--- src/hw/isa_pkg.sv ---
`default_nettype none

package isa_pkg;

    typedef logic [31:0] word_t;       // insn, immediate or data word
    typedef logic [4:0]  reg_addr_t;   // register number
    typedef logic [6:0]  opcode_t;
    typedef logic [7:0]  alu_op_t;
    typedef logic [3:0]  cond_t;
    typedef logic [3:0]  flag_mask_t;  // one bit per flag written

    typedef enum logic [1:0] {
        mem_pass,   // no memory access
        mem_read,
        mem_write
    } mem_op_t;

    localparam opcode_t op_nop  = 7'd0;
    localparam opcode_t op_or   = 7'd1;
    localparam opcode_t op_nor  = 7'd2;
    localparam opcode_t op_and  = 7'd3;
    localparam opcode_t op_nand = 7'd4;
    localparam opcode_t op_inv  = 7'd5;
    localparam opcode_t op_xor  = 7'd6;
    localparam opcode_t op_lsl  = 7'd7;
    localparam opcode_t op_lsr  = 7'd8;
    localparam opcode_t op_asr  = 7'd9;
    localparam opcode_t op_asl  = 7'd10;
    localparam opcode_t op_csr  = 7'd11;   // rotate right
    localparam opcode_t op_csl  = 7'd12;   // rotate left
    localparam opcode_t op_add  = 7'd13;
    localparam opcode_t op_sub  = 7'd14;
    localparam opcode_t op_mull = 7'd15;   // low half of product
    localparam opcode_t op_csg  = 7'd18;   // change sign
    localparam opcode_t op_inc  = 7'd19;
    localparam opcode_t op_dec  = 7'd20;
    localparam opcode_t op_cmp  = 7'd21;
    localparam opcode_t op_cmn  = 7'd22;
    localparam opcode_t op_tst  = 7'd23;
    localparam opcode_t op_br   = 7'd24;
    localparam opcode_t op_ldr  = 7'd28;
    localparam opcode_t op_str  = 7'd29;
    localparam opcode_t op_movs = 7'd32;

    localparam alu_op_t alu_nop  = 8'h00;
    localparam alu_op_t alu_add  = 8'h01;
    localparam alu_op_t alu_sub  = 8'h02;
    localparam alu_op_t alu_cpl  = 8'h03;  // two's complement
    localparam alu_op_t alu_mul  = 8'h04;
    localparam alu_op_t alu_shr  = 8'h05;
    localparam alu_op_t alu_shl  = 8'h06;
    localparam alu_op_t alu_sar  = 8'h07;
    localparam alu_op_t alu_sal  = 8'h08;
    localparam alu_op_t alu_ror  = 8'h09;
    localparam alu_op_t alu_rol  = 8'h0a;
    localparam alu_op_t alu_not  = 8'h0b;
    localparam alu_op_t alu_and  = 8'h0c;
    localparam alu_op_t alu_or   = 8'h0d;
    localparam alu_op_t alu_xor  = 8'h0e;
    localparam alu_op_t alu_nand = 8'h0f;
    localparam alu_op_t alu_nor  = 8'h10;

    localparam int opcode_lsb = 25;   // low bit of each insn field
    localparam int cond_lsb   = 21;
    localparam int ra_lsb     = 16;
    localparam int rb_lsb     = 11;
    localparam int rc_lsb     = 6;
    localparam int imm_a_bit  = 5;    // immediate replaces ra
    localparam int imm_b_bit  = 4;    // immediate replaces rb

    localparam reg_addr_t pc_reg = 5'd31;
    localparam int num_writers   = 3;  // ex, mem, wb

endpackage

`default_nettype wire

--- src/hw/pipe_pkg.sv ---
`default_nettype none

package pipe_pkg;

    // insn word with its immediates, as gathered by the assembler
    typedef struct packed {
        isa_pkg::word_t insn;
        isa_pkg::word_t imm_a;
        isa_pkg::word_t imm_b;
        logic           has_imm_a;
        logic           has_imm_b;   // never set for ldr/str
    } raw_insn_t;

    typedef struct packed {
        isa_pkg::alu_op_t    alu_op;
        isa_pkg::cond_t      cond;
        logic                is_cond;
        isa_pkg::flag_mask_t write_flags;
        isa_pkg::mem_op_t    mem_op;
        logic                rd_valid;     // writes a register
        isa_pkg::reg_addr_t  rd;           // destination
        isa_pkg::reg_addr_t  ra;
        isa_pkg::reg_addr_t  rb;
        logic                rd_a;         // ra read from the register file
        logic                rd_b;
        logic                use_imm_a;
        logic                use_imm_b;
        logic                force_b_one;  // inc/dec
        logic                is_branch;
        isa_pkg::word_t      imm_a;
        isa_pkg::word_t      imm_b;
    } ctrl_t;

    typedef struct packed {
        isa_pkg::alu_op_t    alu_op;
        isa_pkg::cond_t      cond;
        logic                is_cond;
        isa_pkg::flag_mask_t write_flags;
        isa_pkg::mem_op_t    mem_op;
        logic                rd_valid;
        isa_pkg::reg_addr_t  rd;
        logic                is_branch;
        isa_pkg::word_t      op_a;   // address for ldr/str
        isa_pkg::word_t      op_b;   // store data for str
    } issue_t;

    typedef struct packed {
        logic               valid;
        isa_pkg::reg_addr_t addr;
    } writer_t;

    typedef writer_t [isa_pkg::num_writers-1:0] writers_t;  // [0] ex, [1] mem, [2] wb

endpackage

`default_nettype wire

--- src/hw/insn_assembler.sv ---
`timescale 1ns/1ps
`default_nettype none

module insn_assembler (
    input  logic                clk,
    input  logic                rst,
    input  logic                word_valid,
    output logic                word_ready,
    input  isa_pkg::word_t      word,
    output logic                raw_valid,
    input  logic                raw_ready,
    output pipe_pkg::raw_insn_t raw
);
    import isa_pkg::*;

    typedef enum logic [1:0] {
        st_insn,   // expecting an opcode word
        st_imm1,
        st_imm2,
        st_full    // bundle waiting for decode
    } state_t;

    state_t  state;
    logic    word_fire;
    logic    take_insn;
    opcode_t word_op;
    logic    want_a;
    logic    want_b;

    // a full bundle can be replaced in the cycle it leaves
    assign word_ready = (state != st_full) || raw_ready;
    assign word_fire  = word_valid && word_ready;
    assign take_insn  = word_fire && (state == st_insn || state == st_full);
    assign raw_valid  = (state == st_full);

    assign word_op = word[opcode_lsb +: $bits(opcode_t)];
    assign want_a  = word[imm_a_bit];
    assign want_b  = word[imm_b_bit] && !(word_op == op_ldr || word_op == op_str);  // mem ops take one imm

    always_ff @(posedge clk or posedge rst) begin
        if (rst) begin
            state <= st_insn;
        end else begin
            case (state)
                st_insn, st_full: begin
                    if (take_insn) begin
                        state <= (want_a || want_b) ? st_imm1 : st_full;
                    end else if (raw_ready) begin
                        state <= st_insn;  // bundle gone, nothing new
                    end
                end
                st_imm1: begin
                    if (word_fire) begin
                        state <= (raw.has_imm_a && raw.has_imm_b) ? st_imm2 : st_full;
                    end
                end
                st_imm2: begin
                    if (word_fire) begin
                        state <= st_full;
                    end
                end
                default: state <= st_insn;
            endcase
        end
    end

    always_ff @(posedge clk) begin
        if (take_insn) begin
            raw.insn      <= word;
            raw.has_imm_a <= want_a;
            raw.has_imm_b <= want_b;
        end else if (word_fire && state == st_imm1) begin
            if (raw.has_imm_a) begin
                raw.imm_a <= word;  // first imm belongs to a when both set
            end else begin
                raw.imm_b <= word;
            end
        end else if (word_fire && state == st_imm2) begin
            raw.imm_b <= word;
        end
    end

endmodule

`default_nettype wire

--- src/hw/decode_stage.sv ---
`timescale 1ns/1ps
`default_nettype none

module decode_stage (
    input  logic                clk,
    input  logic                rst,
    input  logic                raw_valid,
    output logic                raw_ready,
    input  pipe_pkg::raw_insn_t raw,
    output logic                ctl_valid,
    input  logic                ctl_ready,
    output pipe_pkg::ctrl_t     ctl
);
    import isa_pkg::*;
    import pipe_pkg::*;

    opcode_t opcode;
    alu_op_t alu;
    mem_op_t mem;
    logic    active;     // kept, non-nop opcode
    logic    has_b;
    logic    wr_c;
    logic    flags_on;
    logic    branch;
    logic    force_one;
    ctrl_t   ctl_d;

    assign opcode = raw.insn[opcode_lsb +: $bits(opcode_t)];

    always_comb begin
        alu       = alu_nop;
        mem       = mem_pass;
        active    = 1'b1;
        has_b     = 1'b1;
        wr_c      = 1'b1;
        flags_on  = 1'b1;
        branch    = 1'b0;
        force_one = 1'b0;
        case (opcode)
            op_or:   alu = alu_or;
            op_nor:  alu = alu_nor;
            op_and:  alu = alu_and;
            op_nand: alu = alu_nand;
            op_xor:  alu = alu_xor;
            op_lsl:  alu = alu_shl;
            op_lsr:  alu = alu_shr;
            op_asr:  alu = alu_sar;
            op_asl:  alu = alu_sal;
            op_csr:  alu = alu_ror;
            op_csl:  alu = alu_rol;
            op_add:  alu = alu_add;
            op_sub:  alu = alu_sub;
            op_mull: alu = alu_mul;
            op_inv, op_csg: begin
                alu   = (opcode == op_inv) ? alu_not : alu_cpl;
                has_b = 1'b0;
            end
            op_inc, op_dec: begin
                alu       = (opcode == op_inc) ? alu_add : alu_sub;
                has_b     = 1'b0;
                force_one = 1'b1;  // b operand fixed at 1
            end
            op_cmp: begin
                alu  = alu_sub;
                wr_c = 1'b0;
            end
            op_cmn: begin
                alu  = alu_add;
                wr_c = 1'b0;
            end
            op_tst: begin
                alu  = alu_and;
                wr_c = 1'b0;
            end
            op_br: begin
                has_b    = 1'b0;
                flags_on = 1'b0;
                branch   = 1'b1;  // fetch redirect is downstream
            end
            op_ldr: begin
                mem      = mem_read;
                has_b    = 1'b0;
                flags_on = 1'b0;
            end
            op_str: begin
                mem      = mem_write;  // a address, b data
                wr_c     = 1'b0;
                flags_on = 1'b0;
            end
            op_movs: begin
                has_b    = 1'b0;
                flags_on = 1'b0;
            end
            op_nop:  active = 1'b0;
            default: active = 1'b0;  // unknown issues as nop
        endcase

        ctl_d             = '0;
        ctl_d.alu_op      = alu;
        ctl_d.mem_op      = mem;
        ctl_d.is_cond     = active;
        ctl_d.cond        = active ? raw.insn[cond_lsb +: $bits(cond_t)] : '0;
        ctl_d.write_flags = (active && flags_on) ? '1 : '0;
        ctl_d.rd_valid    = active && wr_c;
        ctl_d.rd          = branch ? pc_reg : raw.insn[rc_lsb +: $bits(reg_addr_t)];
        ctl_d.ra          = raw.insn[ra_lsb +: $bits(reg_addr_t)];
        ctl_d.rb          = raw.insn[rb_lsb +: $bits(reg_addr_t)];
        ctl_d.rd_a        = active && !raw.has_imm_a;  // imm replaces the read
        ctl_d.rd_b        = active && has_b && !raw.has_imm_b;
        ctl_d.use_imm_a   = active && raw.has_imm_a;
        ctl_d.use_imm_b   = active && has_b && raw.has_imm_b;
        ctl_d.force_b_one = force_one;
        ctl_d.is_branch   = branch;
        ctl_d.imm_a       = raw.imm_a;
        ctl_d.imm_b       = raw.imm_b;
    end

    assign raw_ready = !ctl_valid || ctl_ready;

    always_ff @(posedge clk or posedge rst) begin
        if (rst) begin
            ctl_valid <= 1'b0;
        end else if (raw_valid && raw_ready) begin
            ctl_valid <= 1'b1;
        end else if (ctl_ready) begin
            ctl_valid <= 1'b0;  // drained
        end
    end

    always_ff @(posedge clk) begin
        if (raw_valid && raw_ready) begin
            ctl <= ctl_d;
        end
    end

endmodule

`default_nettype wire

--- src/hw/reg_hazard_checker.sv ---
`timescale 1ns/1ps
`default_nettype none

module reg_hazard_checker (
    input  pipe_pkg::writers_t  writers,
    input  isa_pkg::reg_addr_t  ra,
    input  isa_pkg::reg_addr_t  rb,
    input  logic                rd_a,
    input  logic                rd_b,
    output logic                hazard
);
    import isa_pkg::*;

    logic [num_writers-1:0] match_a;  // per writer, ex first
    logic [num_writers-1:0] match_b;

    always_comb begin
        for (int i = 0; i < num_writers; i++) begin
            match_a[i] = writers[i].valid && (writers[i].addr == ra);
            match_b[i] = writers[i].valid && (writers[i].addr == rb);
        end
    end

    // only sources actually read from the register file can collide
    assign hazard = (rd_a && |match_a) || (rd_b && |match_b);

endmodule

`default_nettype wire

--- src/hw/operand_stage.sv ---
`timescale 1ns/1ps
`default_nettype none

module operand_stage (
    input  logic               clk,
    input  logic               rst,
    input  logic               ctl_valid,
    output logic               ctl_ready,
    input  pipe_pkg::ctrl_t    ctl,
    output isa_pkg::reg_addr_t rf_addr_a,
    output isa_pkg::reg_addr_t rf_addr_b,
    input  isa_pkg::word_t     rf_data_a,
    input  isa_pkg::word_t     rf_data_b,
    input  logic               hazard,
    output logic               issue_valid,
    input  logic               issue_ready,
    output pipe_pkg::issue_t   issue
);
    import isa_pkg::*;
    import pipe_pkg::*;

    word_t  op_a;
    word_t  op_b;
    issue_t issue_d;
    logic   ctl_fire;

    // read port follows the word held in decode
    assign rf_addr_a = ctl.ra;
    assign rf_addr_b = ctl.rb;

    assign ctl_ready = (!issue_valid || issue_ready) && !hazard;  // hold on hazard
    assign ctl_fire  = ctl_valid && ctl_ready;

    always_comb begin
        if (ctl.use_imm_a) begin
            op_a = ctl.imm_a;
        end else if (ctl.rd_a) begin
            op_a = rf_data_a;
        end else begin
            op_a = '0;
        end

        if (ctl.force_b_one) begin
            op_b = word_t'(1);
        end else if (ctl.use_imm_b) begin
            op_b = ctl.imm_b;
        end else if (ctl.rd_b) begin
            op_b = rf_data_b;
        end else begin
            op_b = '0;  // single source
        end
    end

    always_comb begin
        issue_d.alu_op      = ctl.alu_op;
        issue_d.cond        = ctl.cond;
        issue_d.is_cond     = ctl.is_cond;
        issue_d.write_flags = ctl.write_flags;
        issue_d.mem_op      = ctl.mem_op;
        issue_d.rd_valid    = ctl.rd_valid;
        issue_d.rd          = ctl.rd;
        issue_d.is_branch   = ctl.is_branch;
        issue_d.op_a        = op_a;
        issue_d.op_b        = op_b;
    end

    always_ff @(posedge clk or posedge rst) begin
        if (rst) begin
            issue_valid <= 1'b0;
        end else if (ctl_fire) begin
            issue_valid <= 1'b1;
        end else if (issue_ready) begin
            issue_valid <= 1'b0;
        end
    end

    always_ff @(posedge clk) begin
        if (ctl_fire) begin
            issue <= issue_d;  // held while issue_ready low
        end
    end

endmodule

`default_nettype wire

--- src/hw/cpu_decode_top.sv ---
`timescale 1ns/1ps
`default_nettype none

module cpu_decode_top (
    input  logic               clk,
    input  logic               rst,
    input  logic               word_valid,
    output logic               word_ready,
    input  isa_pkg::word_t     word,
    output logic               issue_valid,
    input  logic               issue_ready,
    output pipe_pkg::issue_t   issue,
    output isa_pkg::reg_addr_t rf_addr_a,
    output isa_pkg::reg_addr_t rf_addr_b,
    input  isa_pkg::word_t     rf_data_a,
    input  isa_pkg::word_t     rf_data_b,
    input  pipe_pkg::writers_t writers
);
    import pipe_pkg::*;

    logic      raw_valid;
    logic      raw_ready;
    raw_insn_t raw;
    logic      ctl_valid;
    logic      ctl_ready;
    ctrl_t     ctl;
    logic      hazard;

    insn_assembler i_insn_assembler (
        .clk        (clk),
        .rst        (rst),
        .word_valid (word_valid),
        .word_ready (word_ready),
        .word       (word),
        .raw_valid  (raw_valid),
        .raw_ready  (raw_ready),
        .raw        (raw)
    );

    decode_stage i_decode_stage (
        .clk       (clk),
        .rst       (rst),
        .raw_valid (raw_valid),
        .raw_ready (raw_ready),
        .raw       (raw),
        .ctl_valid (ctl_valid),
        .ctl_ready (ctl_ready),
        .ctl       (ctl)
    );

    // sources of the word waiting in decode
    reg_hazard_checker i_reg_hazard_checker (
        .writers (writers),
        .ra      (rf_addr_a),
        .rb      (rf_addr_b),
        .rd_a    (ctl.rd_a),
        .rd_b    (ctl.rd_b),
        .hazard  (hazard)
    );

    operand_stage i_operand_stage (
        .clk         (clk),
        .rst         (rst),
        .ctl_valid   (ctl_valid),
        .ctl_ready   (ctl_ready),
        .ctl         (ctl),
        .rf_addr_a   (rf_addr_a),
        .rf_addr_b   (rf_addr_b),
        .rf_data_a   (rf_data_a),
        .rf_data_b   (rf_data_b),
        .hazard      (hazard),
        .issue_valid (issue_valid),
        .issue_ready (issue_ready),
        .issue       (issue)
    );

endmodule

`default_nettype wire

--- config.mk ---
export PLATFORM = sky130hd
export DESIGN_NAME = cpu_decode_top
export DESIGN_NICKNAME = d
export VERILOG_FILES = /design/src/hw/isa_pkg.sv /design/src/hw/pipe_pkg.sv /design/src/hw/insn_assembler.sv /design/src/hw/decode_stage.sv /design/src/hw/reg_hazard_checker.sv /design/src/hw/operand_stage.sv /design/src/hw/cpu_decode_top.sv
export SDC_FILE = /design/constraint.sdc
export NUM_CORES = 1
export LEC_CHECK = 0
export CORE_MARGIN = 2
export CORE_UTILIZATION = 25
export CTS_CLUSTER_DIAMETER = 30
export DETAILED_ROUTE_END_ITERATION = 10
export DONT_BUFFER_PORTS = 1
export GPL_TIMING_DRIVEN = 0
export PLACE_DENSITY_LB_ADDON = 0.1
export SLEW_MARGIN = 20
export SYNTH_ARGS = -nofsm -noshare
export SYNTH_HDL_FRONTEND = slang
export SYNTH_SLANG_ARGS = --single-unit
export TNS_END_PERCENT = 50
--- constraint.sdc ---
create_clock -name clk -period 11.65 [get_ports clk]
set_input_delay 0.5825 -clock clk [delete_from_list [all_inputs] [get_ports clk]]
set_output_delay 0.5825 -clock clk [all_outputs]
set_load 0.01 [all_outputs]
=== Word-level counts from Yosys, hierarchy flattened ===
Cells that the tools add are included.

* Equal/unequal tests: 41
* Mux-type cells: 29
* Bitwise operators: 1
* Reductions and logical operators: 56

{| class="wikitable"
|+ Operators by type and width
! kind !! number
|-
| $mux 32 || 7
|-
| $pmux 8 s16 || 1
|-
| $eq 7x5->1 const B || 11
|-
| $eq 7x4->1 const B || 8
|-
| $eq 5x5->1 || 6
|-
| $eq 7x3->1 const B || 4
|-
| $reduce_or 25->1 || 1
|-
| $logic_and 1x1->1 || 24
|-
| $eq 7x2->1 const B || 2
|-
| $mux 2 || 6
|-
| $reduce_or 2->1 || 6
|-
| $mux 1 || 11
|-
| $reduce_and 3->1 || 3
|-
| $mux 4 || 2
|-
| $reduce_or 4->1 || 2
|-
| $eq 7x1->1 const B || 1
|-
| $eq 7x6->1 const B || 1
|-
| $logic_or 1x1->1 || 7
|-
| $reduce_or 7->1 || 1
|-
| $logic_not 1->1 || 6
|-
| $pmux 2 s3 || 1
|-
| $reduce_bool 2->1 || 3
|-
| $reduce_or 3->1 || 2
|-
| $eq 2x2->1 const B || 2
|-
| other kinds (7) || 9
|}

* Bits in registers: 297
* Input bits: 118
* Word-level logic and storage cells: 162

=== Depth between registers and ports, before layout ===
Gate-level depths: netlist of run 1.

* Word-level depth: 13
* Depth in mapped cells: 7
* Mapped depth without buffers: 7

=== Hierarchy ===
A second synthesis of run 1 with hierarchy kept.

* Cell total of the unflattened synthesis: 636
* Area, all modules: 10954.3 um2

{| class="wikitable"
|+ By module, submodules not included
! module !! times used !! cells an instance !! area each (um2)
|-
| operand_stage || 1 || 258 || 3794.9
|-
| decode_stage || 1 || 207 || 3644.7
|-
| insn_assembler || 1 || 127 || 3163.0
|-
| reg_hazard_checker || 1 || 44 || 351.6
|}

=== Worst setup path before layout of run 1 ===
No wires, ideal clock.

* Kind: input -> register
* From: input port writers[3] (netlist name)
* To: register, netlist name i_decode_stage.ctl[0]
* Setup time: 0.568 ns
* Arrival time: 5.753 ns
* Data required time: 11.082 ns
* Path slack: 5.328 ns
* Cell stages on the path: 5
* Buffers on the path: 0
* Cell sequence: xor2_1 > nor4_1 > a41o_1 > o41a_1 > nor2b_1

* Cells in the longest elaborated chain, start to end: 9
* Elaborated cells on any way between the ends: 13
* Classes of those cells: eq/ne (2); reduce/logical (11)

{| class="wikitable"
|+ Ends and longest elaborated chain
! what !! line !! source
|-
| start, declared || cpu_decode_top.sv:17 || <nowiki>input pipe_pkg::writers_t writers</nowiki>
|-
| $eq 5x5->1 (on tied branches) || reg_hazard_checker.sv:19, reg_hazard_checker.sv:20 ||
|-
| $logic_and 1x1->1 (on tied branches) || reg_hazard_checker.sv:19, reg_hazard_checker.sv:20 ||
|-
| $reduce_or 3->1 || reg_hazard_checker.sv:25 || <nowiki>assign hazard = (rd_a && |match_a) || (rd_b && |match_b);</nowiki>
|-
| $logic_and 1x1->1 || reg_hazard_checker.sv:25 ||
|-
| $logic_or 1x1->1 * || reg_hazard_checker.sv:25 ||
|-
| $logic_not 1->1 * || operand_stage.sv:31 || <nowiki>assign ctl_ready = (!issue_valid || issue_ready) && !hazard;</nowiki>
|-
| $logic_and 1x1->1 * || operand_stage.sv:31 ||
|-
| $logic_or 1x1->1 * || decode_stage.sv:118 || <nowiki>assign raw_ready = !ctl_valid || ctl_ready;</nowiki>
|-
| $logic_and 1x1->1 * || decode_stage.sv:131 || <nowiki>if (raw_valid && raw_ready) begin</nowiki>
|}

Every way passes the cells marked *; elsewhere a longest branch is shown, timed or not.
A chain may end at the register's enable or synchronous reset.

=== Worst setup path after layout of run 1 ===
* From: register, netlist name i_decode_stage.ctl[76]
* To: register, netlist name i_insn_assembler.raw[53]

* Cells in the longest elaborated chain, start to end: 13
* Elaborated cells on any way between the ends: 18
* Classes of those cells: eq/ne (3); bitwise (1); reduce/logical (14)

{| class="wikitable"
|+ Ends and longest elaborated chain
! what !! line !! source
|-
| $eq 5x5->1 || reg_hazard_checker.sv:19 || <nowiki>match_a[i] = writers[i].valid && (writers[i].addr == ra);</nowiki>
|-
| $logic_and 1x1->1 || reg_hazard_checker.sv:19 ||
|-
| $reduce_or 3->1 * || reg_hazard_checker.sv:25 ||
|-
| $logic_and 1x1->1 * || reg_hazard_checker.sv:25 ||
|-
| $logic_or 1x1->1 * || reg_hazard_checker.sv:25 ||
|-
| $logic_not 1->1 * || operand_stage.sv:31 ||
|-
| $logic_and 1x1->1 * || operand_stage.sv:31 ||
|-
| $logic_or 1x1->1 * || decode_stage.sv:118 ||
|-
| $logic_or 1x1->1 * || insn_assembler.sv:31 || <nowiki>assign word_ready = (state != st_full) || raw_ready;</nowiki>
|-
| $logic_and 1x1->1 * || insn_assembler.sv:32 || <nowiki>assign word_fire = word_valid && word_ready;</nowiki>
|-
| $logic_and 1x1->1 || insn_assembler.sv:33 || <nowiki>assign take_insn = word_fire && (state == st_insn || state == st_full);</nowiki>
|-
| $not 1->1 (no source line) || - ||
|-
| $reduce_and 3->1 (no source line) * || - ||
|}

Marked as above.

==> results of run 1 <==
[critical path, delay by kind of cell, from the launching register on]
kind                   cells  cell delay, ps
AND/OR/NAND/NOR            3            1310
buffers and inverters      3             520
flip-flops                 1             490
AO/OA/AOI/OAI              2             420
XOR/XNOR                   1             190
[final timing paths]
| kind | cells past startpoint | to |
|---|---|---|
| worst min register to register | 0 | i_decode_stage.ctl[3] |
| max in group asynchronous | 2 | i_decode_stage.ctl_valid |
| worst max register to register | 9 | i_insn_assembler.raw[53] |
| min in group asynchronous | 2 | i_insn_assembler.state[0] |
| worst max-delay path | 9 | i_insn_assembler.raw[53] |
| worst min-delay path | 0 | i_insn_assembler.raw[28] |
[metal layers]
layer / global-route usage, % / vias up / part of all wire [%] / wire length, microns
li1: - / 2511 / - / -
met1: 14.9 / 2780 / 40 / 11300
met2: 21.3 / 261 / 49 / 13800
met3: 4.80 / 60 / 7.8 / 2210
met4: 6.85 / 0 / 3.2 / 907
met5: 0 / - / 0 / 0
[final cells by class]
class / count / area [sq um] / share of cell area, %
diodes: 4 / 10.0 / 0.0722
plain buffers: 43 / 231 / 1.67
clock buffers: 92 / 2090 / 15.1
clock inverters: 45 / 473 / 3.41
inverters: 8 / 30.0 / 0.217
multi-input cells: 262 / 1760 / 12.7
flip-flops and latches: 279 / 8360 / 60.3
well taps: 532 / 666 / 4.80
repair buffers: 18 / 250 / 1.81
[metrics by stage]
| step | worst slack, ps | hold slack (ps) | total power [W] | util, % |
|---|---|---|---|---|
| 6_report | 8410 | 108 | 0.00459 | 34.0 |
| 5_1_grt | 8140 | 71.5 | 0.00482 | 33.9 |
| 4_1_cts | 8320 | 68.0 | 0.00468 | 33.9 |
| 3_5_place_dp | 8310 | 393 | 0.00260 | 27.6 |
| 3_3_place_gp | 2250 | 384 | 0.00258 | 27.0 |
| 2_1_floorplan | 5330 | 349 | 0.00225 | - |
[where the power goes]
part,switching (W),leakage [nW],internal [W],total (W)
Clock,0.000596,1.25,0.00144,0.00203
Combinational,0.000487,0.912,0.000261,0.000749
Sequential,0.000224,2.64,0.00159,0.00181
[logic make-up after synthesis]
kind of cell    count (synthesis)  share of synthesized area [%]
compound gates                101                           7.48
xor+xnor                       30                           2.54
fa+ha+maj                       3                          0.363
buf+inv                        51                           2.53
flops                         279                           80.8
mux                             2                          0.194
other cells                     1                         0.0363
simple gates                  123                           6.04
[registers in the layout (all words and copies together), names as in the netlist]
name	count
i_decode_stage.ctl	99
i_operand_stage.issue	84
i_insn_assembler.state	2
i_operand_stage.issue_valid	1
i_decode_stage.ctl_valid	1
i_insn_assembler.raw	92
[placed cells by master (no fill, tap or decap), drive strengths merged, types with 9 or more instances in the layout]
cell type | Yosys | routed
a21oi | 14 | 14
a22o | 31 | 31
a22oi | 32 | 32
and2 | 9 | 9
buf | 19 | 36
clkbuf | 24 | 116
clkinv | 0 | 30
edfxtp | 275 | 275
inv | 8 | 9
nand2 | 16 | 16
nor2 | 44 | 44
nor3 | 10 | 10
xnor2 | 26 | 26
==> impl_metrics.tcl, run 1 <==
set metrics [dict create \
    timing.final.crit_period_ps 3240 \
    min-delay-start "word[26]" \
    drt_iter0_drc 308 \
    crit_start "i_decode_stage.ctl[76]" \
    clkLatencyLatePin_ps 570 \
    peakVddDrop_mv 0.122 \
    synth_common_cells "edfxtp_1 (275), nor2_1 (44), a22oi_1 (32)" \
    critical_path_required_ps 11910 \
    dr.pass1.iters 5 \
    max-slew-margin-rel_pct 41.8 \
    die_h_microns 207 \
    maxCapViolCount 0 \
    fin_cells 1283 \
    antenna_found_initial 3 \
    grt-ovfl-total 0 \
    finalCritPeriodShare_pct 27.8 \
    critPathMaxStageDelay_ps 610 \
    ant_nets 0 \
    finalHoldViolations 0 \
    critical_path.endpoint_type "flip-flop" \
    start_kind "flip-flop" \
    postPlaceCellArea_sq_um 11300 \
    grt_setup_unrepaired "false" \
    path_cells "xnor2_1, nand4_1, o22ai_1, nor4_2, o21ai_1, nor3_2, buf_6, buf_6, buf_4" \
    nNetsFinal 810 \
    synth_area_per_cell_sq_um 17.5 \
    slowest_stage "nor3_2" \
    finalSetupViolCount 0 \
    synth_area_leader_cell "edfxtp_1" \
    synth_seq_area_share_pct 80.8 \
    grt_pass1_wl_microns 40700 \
    design_area_sq_um 13900 \
    synth_warnings 0 \
    synth_top_area_share_pct 79.9 \
    syn-cell-area_sq_um 10300 \
    crit_top_cell "buf_6" \
    grt_max_degree 38 \
    crit_type "flip-flop to flip-flop" \
    synth_cell_type_count 54 \
    clk_pin_slew_ps 50 \
    clkSinkCount 279 \
    synthFlopType "edfxtp_1" \
    numCtsBuffers 77 \
    syn2layout_area_growth_pct 34.1 \
    drv_slew 0 \
    initial_utilization_pct 25.3 \
    hp-class "input port to flip-flop" \
    ios 220 \
    crit_fanout 6 \
    portBuffers 0 \
    final.fill_count 3890 \
    yosys-top-cells-area "edfxtp_1 (80%), a22o_1 (2.6%), a22oi_1 (2.3%)" \
    synth_edf_count 275 \
    gp_congestion 0.863 \
    first_global_vias 6103 \
    p_leak_nw 4.80 \
    rows 74 \
    clockRootBuffer "clkbuf_16" \
    async_flop_share_pct 1.43 \
    drive_above_1_share_pct 22.9 \
    cts_tree "done" \
    outcome "completed" \
    drc 0 \
    fmax_ghz 0.309 \
    cts.htree.levels 3 \
    crit-reg2reg-launch "i_decode_stage.ctl[76]" \
    die_area_sq_um 43000 \
    num_vias 5612 \
    clock_path_buffers 3 \
    cts_resized 0 \
    power.density_nw_per_um2 331 \
    core_sq_um 40800 \
    postCtsHoldBufs 1 \
    wire_per_inst_microns 22.0 \
    viasPerCell 4.37 \
    r2r_slack_ps 8410 \
    yosysMostFrequentCell "edfxtp_1" \
    place_inst 1141 \
    routed_wl_microns 28200 \
    grt_usage_pct 13.0 \
    cp.arrival_ps 3500 \
    worst_pin_slew_ps 873 \
    postCtsSetupBuffers 0 \
    dp_hpwl_microns 19400 \
    setup_tns_ps 0 \
    synth_cells 590 \
    dieWidth_microns 207 \
    fin_skew_ps 20.7 \
    ys_ff_latch 279 \
]
No activity file was read; power rests on OpenSTA's default activity.
==> inputs of run 2 (changes only) <==
--- a/config.mk
+++ b/config.mk
@@ -5,6 +5,7 @@
 export SDC_FILE = /design/constraint.sdc
 export NUM_CORES = 1
 export LEC_CHECK = 0
+export ABC_AREA = 1
 export CORE_MARGIN = 2
 export CORE_UTILIZATION = 25
 export CTS_CLUSTER_DIAMETER = 30
==> constraint.sdc (replaced) <==
create_clock -name clk -period 2.9 [get_ports clk]
set_input_delay 0.145 -clock clk [delete_from_list [all_inputs] [get_ports clk]]
set_output_delay 0.145 -clock clk [all_outputs]
set_load 0.01 [all_outputs]
==> run 2 against run 1 <==
Effect of this change:
- synthesized cell count up 35%
- combinational power grew to 4.0 times the previous value
- register-to-register slack worse by 8200 ps
- global-route usage up 1.3 points
- clock-buffer cell count grew 6
- worst setup slack worse by 8200 ps
- utilization rose by 2.9 points
- maximum frequency rose by 22%
- die area rose by 2.6%
- total power rose to 3.9 times the previous value
- wire length rose by 11%
==> impl_metrics.tcl, run 2 <==
set metrics [dict create \
    outcome "completed" \
    cts.htree.levels 3 \
    slowest_stage "edfxtp_1" \
    synth_warnings 0 \
    viasPerCell 4.18 \
    finalHoldViolations 0 \
    synth_top_area_share_pct 77.8 \
    finalCritPeriodShare_pct 91.6 \
    ios 220 \
    nNetsFinal 1131 \
    p_leak_nw 6.01 \
    critical_path.endpoint_type "flip-flop" \
    place_inst 1355 \
    ant_nets 0 \
    first_global_vias 7183 \
    crit-reg2reg-launch "i_decode_stage.ctl[74]" \
    ys_ff_latch 279 \
    path_cells "inv_2, nand2_1, nand2_1, nor2_1, nand3_1, nand3_1, nand2_2, nand3_4, nand3_2, nand2_2, nor3_4, buf_8, buf_8, buf_6" \
    wire_per_inst_microns 19.3 \
    drv_slew 0 \
    clock_path_buffers 3 \
    postPlaceCellArea_sq_um 11700 \
    syn2layout_area_growth_pct 45.6 \
    fin_skew_ps 20.1 \
    crit_type "flip-flop to flip-flop" \
    drc 0 \
    peakVddDrop_mv 0.539 \
    hp-class "input port to flip-flop" \
    initial_utilization_pct 25.3 \
    critPathMaxStageDelay_ps 480 \
    synth_common_cells "edfxtp_1 (275), nand2_1 (237), inv_1 (56)" \
    antenna_found_initial 2 \
    synth_seq_area_share_pct 78.7 \
    critical_path_required_ps 3190 \
    reg2reg_to "i_insn_assembler.raw[36]" \
    clk_pin_slew_ps 40 \
    synth_cell_type_count 29 \
    synth_edf_count 275 \
    yosys-top-cells-area "edfxtp_1 (78%), nand2_1 (8.4%), nand3_1 (2.6%)" \
    max-slew-margin-rel_pct 43.5 \
    numCtsBuffers 86 \
    dieWidth_microns 210 \
    cp.arrival_ps 2940 \
    design_area_sq_um 15500 \
    clkSinkCount 279 \
    synthFlopType "edfxtp_1" \
    hold_depth 1 \
    grt-ovfl-total 0 \
    yosysMostFrequentCell "edfxtp_1" \
    die_area_sq_um 44100 \
    grt_max_degree 27 \
    min-delay-start "word[3]" \
    synth_area_leader_cell "edfxtp_1" \
    synth_cells 799 \
    clkLatencyLatePin_ps 590 \
    dp_hpwl_microns 21600 \
    core_sq_um 41900 \
    crit_fanout 10 \
    rows 75 \
    timing.final.crit_period_ps 2660 \
    min_to "i_insn_assembler.raw[37]" \
    gp_congestion 0.799 \
    ff2ff_path_depth 14 \
    regMostFlops "i_decode_stage.ctl" \
    num_vias 6775 \
    syn-cell-area_sq_um 10600 \
    grt_pass1_wl_microns 45900 \
    die_h_microns 210 \
    power_w 0.0181 \
    grt_usage_pct 14.3 \
    final_common_cell "edfxtp_1" \
    grt_setup_unrepaired "false" \
    reg_top3 "i_decode_stage.ctl (99), i_insn_assembler.raw (92), i_operand_stage.issue (84)" \
    finalSetupViolCount 0 \
    drt_iter0_drc 322 \
    portBuffers 0 \
    async_flop_share_pct 1.43 \
    post-route-util_pct 36.9 \
    final.fill_count 4061 \
    cts_tree "done" \
    fmax_ghz 0.377 \
    fin_cells 1622 \
    dr.pass1.iters 5 \
    r2r_slack_ps 240 \
    drive_above_1_share_pct 18.0 \
    worst_pin_slew_ps 847 \
    start_kind "flip-flop" \
    final_cell_mix "edfxtp_1 (275), nand2_1 (236), dlygate4sd3_1 (100)" \
    synth_area_per_cell_sq_um 13.3 \
    largest_reg_flops 99 \
    clockRootBuffer "clkbuf_16" \
    power.density_nw_per_um2 1170 \
    routed_wl_microns 31300 \
    maxCapViolCount 0 \
]
run 2: metrics by stage:
step / hold WS (ps) / setup WS, ps / setup TNS, ps
finish: 250 / 245 / 0
global route: 233 / 16.4 / 0
CTS: 203 / 2.51 / 0
detailed placement: -57.4 / -371 / -4520
global placement: -67.6 / -2120 / -392520
floorplan: -88.9 / -190 / -21050
run 2: critical path: cells and delay by family, from the launching register on:
kind,cells,cell delay (ps)
AND/OR/NAND/NOR,10,1260
flip-flops,1,480
buffers and inverters,4,630
run 2: where the power goes:
| group | switching [W] | internal, W | total, W |
|---|---|---|---|
| sequential | 0.000593 | 0.00597 | 0.00657 |
| combinational | 0.00201 | 0.000958 | 0.00297 |
| clock | 0.00261 | 0.00595 | 0.00856 |
| total | 0.00521 | 0.0129 | 0.0181 |
run 2: worst max path at each step:
stage	depth (start not counted)	startpoint	to	slack, ps
finish	14	i_decode_stage.ctl[74]	i_insn_assembler.raw[36]	240
global route	14	i_decode_stage.ctl[78]	i_insn_assembler.raw[36]	20
CTS	14	i_decode_stage.ctl[74]	i_insn_assembler.raw[3]	3
detailed placement	14	i_decode_stage.ctl[74]	i_insn_assembler.raw[59]	-370
global placement	11	i_decode_stage.ctl[74]	i_insn_assembler.raw[41]	-2120
floorplan	9	i_decode_stage.ctl[71]	i_decode_stage.ctl[0]	-190
run 2: final cells by class:
| cell class | count | area [sq um] | area share, % |
|---|---|---|---|
| timing repair buffer | 121 | 1370 | 8.88 |
| clock buffer | 98 | 2220 | 14.3 |
| buffer | 37 | 200 | 1.29 |
| inverter | 62 | 235 | 1.52 |
| clock inverter | 62 | 519 | 3.36 |
| antenna | 1 | 2.50 | 0.0162 |
| multi-input combinational | 423 | 1880 | 12.2 |
| tap | 539 | 674 | 4.36 |
| sequential | 279 | 8360 | 54.1 |
run 2: logic make-up (layout without fill, tap and decap cells):
group / count (synthesis) / count (layout) / share of synthesized area (%)
XOR/XNOR: 1 / 1 / 0.0825
buffers and inverters: 99 / 380 / 4.08
AND/OR/NAND/NOR: 370 / 370 / 14.4
adder cells (fa/ha/maj): 3 / 3 / 0.354
flip-flops: 279 / 279 / 78.7
other: 1 / 4 / 0.0353
AO/OA/AOI/OAI: 46 / 46 / 2.34
run 2: routing by layer:
metal	vias to the layer above	GRT usage, %	share of wire [%]
met5	-	0	0.077
met4	4	6.38	2.1
met3	53	4.29	5.4
met2	210	22.7	48
met1	3272	18.0	44
li1	3236	-	-
run 2: timing repair:
item / in CTS / in global routing
hold buffers: 100 / 0
hold endpoints to repair: 164 / 0
endpoints found under the setup margin: 24 / 42
setup buffers: 1 / 5
resized for setup: 0 / 4
pin swaps: 1 / 1
